## config.mk

```make
export PLATFORM = sky130hd
export DESIGN_NAME = prga_top
export DESIGN_NICKNAME = d
export VERILOG_FILES = /design/src/rtl/prga_pkg.sv /design/src/rtl/prga_ctrl.sv /design/src/rtl/prga_index_unit.sv /design/src/rtl/prga_byte_path.sv /design/src/rtl/prga_top.sv
export SDC_FILE = /design/constraint.sdc
export NUM_CORES = 1
export LEC_CHECK = 0
export ABC_AREA = 1
export BUFFER_PORTS_ARGS = -buffer_cell sky130_fd_sc_hd__buf_2
export CORE_MARGIN = 3
export CORE_UTILIZATION = 45
export CTS_CLUSTER_SIZE = 20
export DETAILED_ROUTE_END_ITERATION = 7
export HOLD_SLACK_MARGIN = 0.12
export PLACE_DENSITY = 0.67
export SLEW_MARGIN = 20
export SYNTH_ARGS = -nofsm -noshare
export SYNTH_HDL_FRONTEND = slang
export SYNTH_SLANG_ARGS = --single-unit
```

## constraint.sdc

```tcl
create_clock -name clk -period 2.6 [get_ports clk]
set_clock_uncertainty 0.15 [all_clocks]
set_input_delay 0 -clock clk [delete_from_list [all_inputs] [get_ports clk]]
set_output_delay 0 -clock clk [all_outputs]
set_load 0.03 [all_outputs]
```

## src/rtl/prga_pkg.sv

```systemverilog
package prga_pkg;

    typedef logic [7:0] byte_t;

    typedef enum logic [4:0] {
        IDLE,
        LEN_RD,     // ct[0] address out
        LEN_WAIT,
        LEN_WR,     // pt[0] = L
        CHECK,
        STEP_I,
        RD_SI,
        WAIT_SI,
        STEP_J,
        RD_SJ,
        WAIT_SJ,
        WR_J,       // S[j] = old S[i]
        WR_I,       // S[i] = old S[j]
        RD_PAD,
        WAIT_PAD,
        XOR_WR,
        NEXT_K,
        DONE
    } prga_state_e;

    typedef enum logic [1:0] {
        SEL_I,
        SEL_J,
        SEL_PAD
    } s_sel_e;

    typedef struct packed {
        byte_t addr;
        byte_t wrdata;
        logic  wren;
    } s_port_t;

    typedef struct packed {
        byte_t addr;
        byte_t wrdata;
        logic  wren;
    } pt_port_t;

    // one control word per state
    typedef struct packed {
        logic   step_i;
        logic   step_j;
        logic   step_k;
        logic   capture_len;
        logic   capture_si;
        logic   capture_sj;
        logic   capture_pad;
        s_sel_e s_sel;
        logic   s_wren;
        logic   pt_len_wr;
        logic   pt_xor_wr;
    } prga_ctrl_t;

endpackage

```

## src/rtl/prga_ctrl.sv

```systemverilog
`timescale 1ns/1ps

module prga_ctrl #(
    parameter bit RST_ASSERT = 1'b1
) (
    input  logic                 clk,
    input  logic                 rst_i,
    input  logic                 en_i,
    input  logic                 last_i,
    output prga_pkg::prga_ctrl_t ctrl_o,
    output logic                 rdy_o
);

    prga_pkg::prga_state_e state_q;
    prga_pkg::prga_state_e state_d;

    always_ff @(posedge clk) begin
        if (rst_i || !en_i) begin
            state_q <= prga_pkg::IDLE;
        end else begin
            state_q <= state_d;
        end
    end

    always_comb begin
        state_d = state_q;
        unique case (state_q)
            prga_pkg::IDLE:     state_d = en_i ? prga_pkg::LEN_RD : prga_pkg::IDLE;
            prga_pkg::LEN_RD:   state_d = prga_pkg::LEN_WAIT;
            prga_pkg::LEN_WAIT: state_d = prga_pkg::LEN_WR;
            prga_pkg::LEN_WR:   state_d = prga_pkg::CHECK;
            prga_pkg::CHECK:    state_d = last_i ? prga_pkg::DONE : prga_pkg::STEP_I;
            prga_pkg::STEP_I:   state_d = prga_pkg::RD_SI;
            prga_pkg::RD_SI:    state_d = prga_pkg::WAIT_SI;
            prga_pkg::WAIT_SI:  state_d = prga_pkg::STEP_J;
            prga_pkg::STEP_J:   state_d = prga_pkg::RD_SJ;
            prga_pkg::RD_SJ:    state_d = prga_pkg::WAIT_SJ;
            prga_pkg::WAIT_SJ:  state_d = prga_pkg::WR_J;
            prga_pkg::WR_J:     state_d = prga_pkg::WR_I;
            prga_pkg::WR_I:     state_d = prga_pkg::RD_PAD;
            prga_pkg::RD_PAD:   state_d = prga_pkg::WAIT_PAD;
            prga_pkg::WAIT_PAD: state_d = prga_pkg::XOR_WR;
            prga_pkg::XOR_WR:   state_d = prga_pkg::NEXT_K;
            prga_pkg::NEXT_K:   state_d = prga_pkg::CHECK;
            prga_pkg::DONE:     state_d = prga_pkg::DONE;   // held until en_i drops
            default:            state_d = prga_pkg::IDLE;
        endcase
    end

    // Moore decode, all fields default low
    always_comb begin
        ctrl_o = '0;
        ctrl_o.s_sel = prga_pkg::SEL_I;
        unique case (state_q)
            prga_pkg::LEN_WAIT: begin
                ctrl_o.capture_len = 1'b1;
            end
            prga_pkg::LEN_WR: begin
                ctrl_o.pt_len_wr = 1'b1;
            end
            prga_pkg::STEP_I: begin
                ctrl_o.step_i = 1'b1;
            end
            prga_pkg::WAIT_SI: begin
                ctrl_o.capture_si = 1'b1;
            end
            prga_pkg::STEP_J: begin
                ctrl_o.step_j = 1'b1;               // rddata still S[i]
            end
            prga_pkg::RD_SJ: begin
                ctrl_o.s_sel = prga_pkg::SEL_J;
            end
            prga_pkg::WAIT_SJ: begin
                ctrl_o.s_sel = prga_pkg::SEL_J;
                ctrl_o.capture_sj = 1'b1;
            end
            prga_pkg::WR_J: begin
                ctrl_o.s_sel = prga_pkg::SEL_J;
                ctrl_o.s_wren = 1'b1;
            end
            prga_pkg::WR_I: begin
                ctrl_o.s_wren = 1'b1;
            end
            prga_pkg::RD_PAD: begin
                ctrl_o.s_sel = prga_pkg::SEL_PAD;
            end
            prga_pkg::WAIT_PAD: begin
                ctrl_o.s_sel = prga_pkg::SEL_PAD;
                ctrl_o.capture_pad = 1'b1;
            end
            prga_pkg::XOR_WR: begin
                ctrl_o.pt_xor_wr = 1'b1;
            end
            prga_pkg::NEXT_K: begin
                ctrl_o.step_k = 1'b1;
            end
            default: begin
                ctrl_o.s_sel = prga_pkg::SEL_I;
            end
        endcase
    end

    assign rdy_o = (state_q == prga_pkg::DONE);

    generate
        if (RST_ASSERT) begin : g_assert
            // one memory write per cycle across S and pt
            a_one_write: assert property (@(posedge clk) disable iff (rst_i)
                !(ctrl_o.s_wren && (ctrl_o.pt_len_wr || ctrl_o.pt_xor_wr)));

            // done means quiet
            a_rdy_quiet: assert property (@(posedge clk) disable iff (rst_i)
                rdy_o |-> !ctrl_o.s_wren && !ctrl_o.pt_len_wr && !ctrl_o.pt_xor_wr);
        end
    endgenerate

endmodule

```

## src/rtl/prga_index_unit.sv

```systemverilog
`timescale 1ns/1ps

module prga_index_unit #(
    parameter int MEM_DEPTH  = 256,
    parameter bit RST_ASSERT = 1'b1
) (
    input  logic                 clk,
    input  logic                 rst_i,
    input  logic                 en_i,
    input  prga_pkg::prga_ctrl_t ctrl_i,
    input  prga_pkg::byte_t      s_rddata_i,
    input  prga_pkg::byte_t      ct_rddata_i,
    output prga_pkg::byte_t      i_o,
    output prga_pkg::byte_t      j_o,
    output prga_pkg::byte_t      k_o,
    output prga_pkg::byte_t      len_o,
    output logic                 last_o
);

    localparam prga_pkg::byte_t IDX_MASK = prga_pkg::byte_t'(MEM_DEPTH - 1);

    prga_pkg::byte_t i_q;
    prga_pkg::byte_t j_q;
    prga_pkg::byte_t len_q;
    logic [8:0]      k_q;       // extra bit so L = 255 still terminates

    always_ff @(posedge clk) begin
        if (rst_i || !en_i) begin
            i_q   <= '0;
            j_q   <= '0;
            k_q   <= 9'd1;
            len_q <= '0;
        end else begin
            if (ctrl_i.step_i) begin
                i_q <= (i_q + 8'd1) & IDX_MASK;
            end
            if (ctrl_i.step_j) begin
                j_q <= (j_q + s_rddata_i) & IDX_MASK;   // j += S[i]
            end
            if (ctrl_i.step_k) begin
                k_q <= k_q + 9'd1;
            end
            if (ctrl_i.capture_len) begin
                len_q <= ct_rddata_i;   // ct[0]
            end
        end
    end

    assign last_o = (k_q > {1'b0, len_q});

    assign i_o   = i_q;
    assign j_o   = j_q;
    assign k_o   = k_q[7:0];
    assign len_o = len_q;

    generate
        if (RST_ASSERT) begin : g_assert
            a_k_bound: assert property (@(posedge clk) disable iff (rst_i)
                k_q <= {1'b0, len_q} + 9'd1);
        end
    endgenerate

endmodule

```

## src/rtl/prga_byte_path.sv

```systemverilog
`timescale 1ns/1ps

module prga_byte_path #(
    parameter int MEM_DEPTH = 256
) (
    input  logic                 clk,
    input  logic                 rst_i,
    input  logic                 en_i,
    input  prga_pkg::prga_ctrl_t ctrl_i,
    input  prga_pkg::byte_t      i_i,
    input  prga_pkg::byte_t      j_i,
    input  prga_pkg::byte_t      k_i,
    input  prga_pkg::byte_t      len_i,
    input  prga_pkg::byte_t      s_rddata_i,
    input  prga_pkg::byte_t      ct_rddata_i,
    output prga_pkg::s_port_t    s_o,
    output prga_pkg::byte_t      ct_addr_o,
    output prga_pkg::pt_port_t   pt_o
);

    localparam prga_pkg::byte_t IDX_MASK = prga_pkg::byte_t'(MEM_DEPTH - 1);

    prga_pkg::byte_t si_q;
    prga_pkg::byte_t sj_q;
    prga_pkg::byte_t pad_q;
    prga_pkg::byte_t pad_addr;
    logic            len_seen_q;     // ct[0] already read

    always_ff @(posedge clk) begin
        if (rst_i || !en_i) begin
            si_q  <= '0;
            sj_q  <= '0;
            pad_q <= '0;
        end else begin
            if (ctrl_i.capture_si) begin
                si_q <= s_rddata_i;
            end
            if (ctrl_i.capture_sj) begin
                sj_q <= s_rddata_i;
            end
            if (ctrl_i.capture_pad) begin
                pad_q <= s_rddata_i;
            end
        end
    end

    always_ff @(posedge clk) begin
        if (rst_i || !en_i) begin
            len_seen_q <= 1'b0;
        end else if (ctrl_i.capture_len) begin
            len_seen_q <= 1'b1;
        end
    end

    // S[i] and S[j] here are the values before the swap
    assign pad_addr = (si_q + sj_q) & IDX_MASK;

    always_comb begin
        s_o.wren = ctrl_i.s_wren;
        unique case (ctrl_i.s_sel)
            prga_pkg::SEL_I: begin
                s_o.addr   = i_i;
                s_o.wrdata = sj_q;      // S[i] gets old S[j]
            end
            prga_pkg::SEL_J: begin
                s_o.addr   = j_i;
                s_o.wrdata = si_q;      // S[j] gets old S[i]
            end
            default: begin
                s_o.addr   = pad_addr;
                s_o.wrdata = '0;
            end
        endcase
    end

    // ct[k] is addressed for the whole step, so rddata is ready at XOR_WR
    assign ct_addr_o = len_seen_q ? k_i : '0;

    always_comb begin
        pt_o.wren = ctrl_i.pt_len_wr || ctrl_i.pt_xor_wr;
        if (ctrl_i.pt_len_wr) begin
            pt_o.addr   = '0;
            pt_o.wrdata = len_i;
        end else begin
            pt_o.addr   = k_i;
            pt_o.wrdata = pad_q ^ ct_rddata_i;
        end
    end

endmodule

```

## src/rtl/prga_top.sv

```systemverilog
`timescale 1ns/1ps

module prga_top #(
    parameter int MEM_DEPTH  = 256,
    parameter bit RST_ASSERT = 1'b1
) (
    input  logic               clk,
    input  logic               rst_i,
    input  logic               en_i,
    input  prga_pkg::byte_t    s_rddata_i,
    input  prga_pkg::byte_t    ct_rddata_i,
    output prga_pkg::s_port_t  s_o,
    output prga_pkg::byte_t    ct_addr_o,
    output prga_pkg::pt_port_t pt_o,
    output logic               rdy_o
);

    prga_pkg::prga_ctrl_t ctrl;
    logic                 last;
    prga_pkg::byte_t      i_idx;
    prga_pkg::byte_t      j_idx;
    prga_pkg::byte_t      k_idx;
    prga_pkg::byte_t      len;

    prga_ctrl #(
        .RST_ASSERT (RST_ASSERT)
    ) ctrl_i (
        .clk    (clk),
        .rst_i  (rst_i),
        .en_i   (en_i),
        .last_i (last),
        .ctrl_o (ctrl),
        .rdy_o  (rdy_o)
    );

    prga_index_unit #(
        .MEM_DEPTH  (MEM_DEPTH),
        .RST_ASSERT (RST_ASSERT)
    ) index_i (
        .clk         (clk),
        .rst_i       (rst_i),
        .en_i        (en_i),
        .ctrl_i      (ctrl),
        .s_rddata_i  (s_rddata_i),
        .ct_rddata_i (ct_rddata_i),
        .i_o         (i_idx),
        .j_o         (j_idx),
        .k_o         (k_idx),
        .len_o       (len),
        .last_o      (last)
    );

    prga_byte_path #(
        .MEM_DEPTH (MEM_DEPTH)
    ) byte_path_i (
        .clk         (clk),
        .rst_i       (rst_i),
        .en_i        (en_i),
        .ctrl_i      (ctrl),
        .i_i         (i_idx),
        .j_i         (j_idx),
        .k_i         (k_idx),
        .len_i       (len),
        .s_rddata_i  (s_rddata_i),
        .ct_rddata_i (ct_rddata_i),
        .s_o         (s_o),
        .ct_addr_o   (ct_addr_o),
        .pt_o        (pt_o)
    );

endmodule

```

==> results.md <==
* Routed WL at 10.4 mm
* Arrival time at the worst endpoint at 2.08 ns
* Measured slew at the worst slew-check pin at 0.580 ns
* Final Hold Slack at 0.323 ns
* Clock power share at 47.1%
* P_leak at 2.36 nW
* Storage cell area at 1260 um^2
* F_max at 0.449 GHz
* Critical path data required time at 2.45 ns
* Cts repair resizes at 0
* Ys async rst share at 0%
* DR vias at 4029
* Routability cong. at 0.934
* Post-route ant nets at 0
* Run status: finished clean
* Crit share post-route at 85.6%
* Post-Synthesis Cells at 588
* CTS tree: yes
* Multi-input logic area at 2290 um^2
* Sequential area share after synthesis at 31.8%
* Unrepaired setup endpoints after global routing: false
* Max-slew violations at 0
* DR WL/cell at 13.3 um
* Vias in the first global route at 3760
* Nets at 716
* All-Layer GR Usage at 21.8%
* #FFs+latches synth at 63
* Clock sink total at 63
* Crit Path Class: reg -> out
* CTS Buf Count at 9
* Row count at 33
* Max clock buf depth at 2
* Via density at 5.17
* Detailed-router iteration count before antenna repair at 5
* FILL cells at 821
* H-tree Lvls at 3
* Sw Ratio at 22.3%
* Max-slew headroom at 61.2%
* Largest net degree at the start of global routing at 46
* Max Cap Viol at 0
* Reg2reg setup slack at 0.40 ns
* First-pass GRT wire length at 17.6 mm
* Fin. Hold Viols at 0
* Starting density of the core at 47.3%
* Post-Layout Cell Count at 780
* Die width at 99.8 um
* Input/output buffers at 61
* Io pins at 62
* Worst setup EP type: primary output
* Synth Flop Type: dfxtp_1
* Tmin final at 2.23 ns
* EDFF count, synth at 0
* CP max-delay cell: dfxtp_1
* Sw power at 0.469 mW
* Grt ovf at 0
* Most frequent CP cell: inv_1
* Max VDD drop at 0.305 mV
* Detailed placer's ending HPWL at 7.88 mm
* Full die area at 9970 um^2
* Clk slew on worst S/H paths at 0.07 ns
* Largest stage delay, worst path at 0.36 ns
* Post-Syn Area per Cell at 6.74 um^2
* Logic pwr share at 6.8%
* Post-CTS setup buffers at 0
* Yosys warning count at 0
* Final routed DRC violation total at 0
* Die H at 99.8 um
* Internal power at 1.64 mW
* Hold crit path type: reg -> reg
* CP Cell Sequence: ha_1 > inv_1 > fa_1 > inv_1 > nand4_1 > nand3_1 > nor2_1 > o21bai_1 > buf_2
* CP max FO at 4
* Initial antenna violation count at 0
* Power Density at 440 nW/um^2
* Most common cell after layout, fill and taps aside: nand2_1
* Root buf cell: clkbuf_8
* Iter 0 DRT Violations at 175
* Core Region at 8380 um^2
* Startpoint Class: flip-flop
* Layout area overhead at 20.8%
* Setup TNS at 0 ns
* Flop pwr share at 46.1%
* Antenna cells at 0
* Layout cells sized above 1 at 16.4%
* Syn_nets at 633
* Final Setup Violations at 0
* Synth Cell Area at 3960 um^2
* Most frequent cells in the layout: nand2_1, nor2_1, inv_1
* Later-pin clock latency in the skew report at 0.34 ns
* Yosys cell types at 40
* Cells after DPL at 743
-- synthesized netlist by cell type, drive strengths merged, types with 3 or more instances --
master / number / share of area [%]
o21ai: 60 / 7.6
buf: 5 / 1.1
clkbuf: 7 / 0.66
o211ai: 4 / 0.76
o22ai: 3 / 0.47
xor2: 12 / 2.7
nor2: 91 / 9.7
a21oi: 41 / 5.2
nand2: 111 / 11
inv: 91 / 8.6
dfxtp: 63 / 32
nand3b: 3 / 0.57
nor3: 10 / 1.8
nand4: 7 / 1.1
a22o: 7 / 1.5
ha: 24 / 7.6
o21bai: 4 / 0.76
nand3: 31 / 4.0
-- layer usage --
metal | global-route usage [%] | wire (um) | up-vias
li1 | - | - | 2070
met1 | 30.6 | 5100 | 1848
met2 | 33.8 | 4660 | 95
met3 | 3.89 | 444 | 16
met4 | 7.14 | 165 | 0
met5 | 0 | 0 | -
-- per-stage QoR --
stage                     utilization (%)  instance area (um^2)  worst slack, ns  total power [mW]
after floorplan                         -                  3960            0.742              1.07
after global placement               51.8                  4340            0.806              1.11
after detailed placement             51.8                  4340            0.786              1.11
after CTS                            57.1                  4790            0.405              2.12
after global routing                 57.1                  4790            0.167              2.18
final                                57.1                  4790            0.373              2.11
-- registers in the layout, summed over array words and instances (netlist names) --
signal                  cells
byte_path_i.sj_q            8
index_i.k_q                 9
index_i.j_o                 8
index_i.len_o               8
byte_path_i.pad_q           8
byte_path_i.len_seen_q      1
byte_path_i.si_q            8
ctrl_i.state_q              5
index_i.i_o                 8
-- worst max-delay path: cells and delay by family (launching register included) --
kind	cells	cell delay (ns)
AOI/OAI and AO/OA	1	0.16
adders and majority gates	2	0.56
buffers and inverters	3	0.39
DFF	1	0.36
and+or+nand+nor	3	0.27
-- logic make-up (layout without fill, tap and decap cells) --
family	Yosys count	after routing	synth area share [%]
and+or+nand+nor	257	257	28.8
AOI/OAI and AO/OA	124	124	17.3
buffers and inverters	104	191	10.5
DFF	63	63	31.8
adders and majority gates	26	26	8.59
xor gates and xnor gates	14	14	3.09
-- final cells by class --
type	instances	share of cell area [%]
Timing Repair Buffer	84	11.1
Clock buffer	12	3.45
Sequential cell	63	26.3
Inverter	92	7.21
Tap cell	105	2.74
Multi-Input combinational cell	421	47.8
Clock inverter	3	1.36
-- repair_timing --
item,CTS,global route
hold buffers,22,0
endpoints found under the hold margin,53,0
setup endpoints to repair,0,0
-- worst paths after layout --
path / start / to / cells past startpoint
min: index_i.i_o[6] / index_i.i_o[6] / 2
min reg2reg: index_i.i_o[6] / index_i.i_o[6] / 2
max: byte_path_i.sj_q[0] / s_o[15] / 9
max reg2reg: ctrl_i.state_q[2] / index_i.len_o[1] / 7
-- power by group through the flow --
stage               registers [mW]  logic (mW)  clock network, mW
finish                       0.969       0.143              0.992
global route                 0.969       0.159               1.05
detailed placement           0.992       0.121                  0
CTS                          0.969       0.143               1.01
floorplan                    0.991      0.0759                  0
global placement             0.991       0.121                  0
No activity file was read; power rests on OpenSTA's default activity.
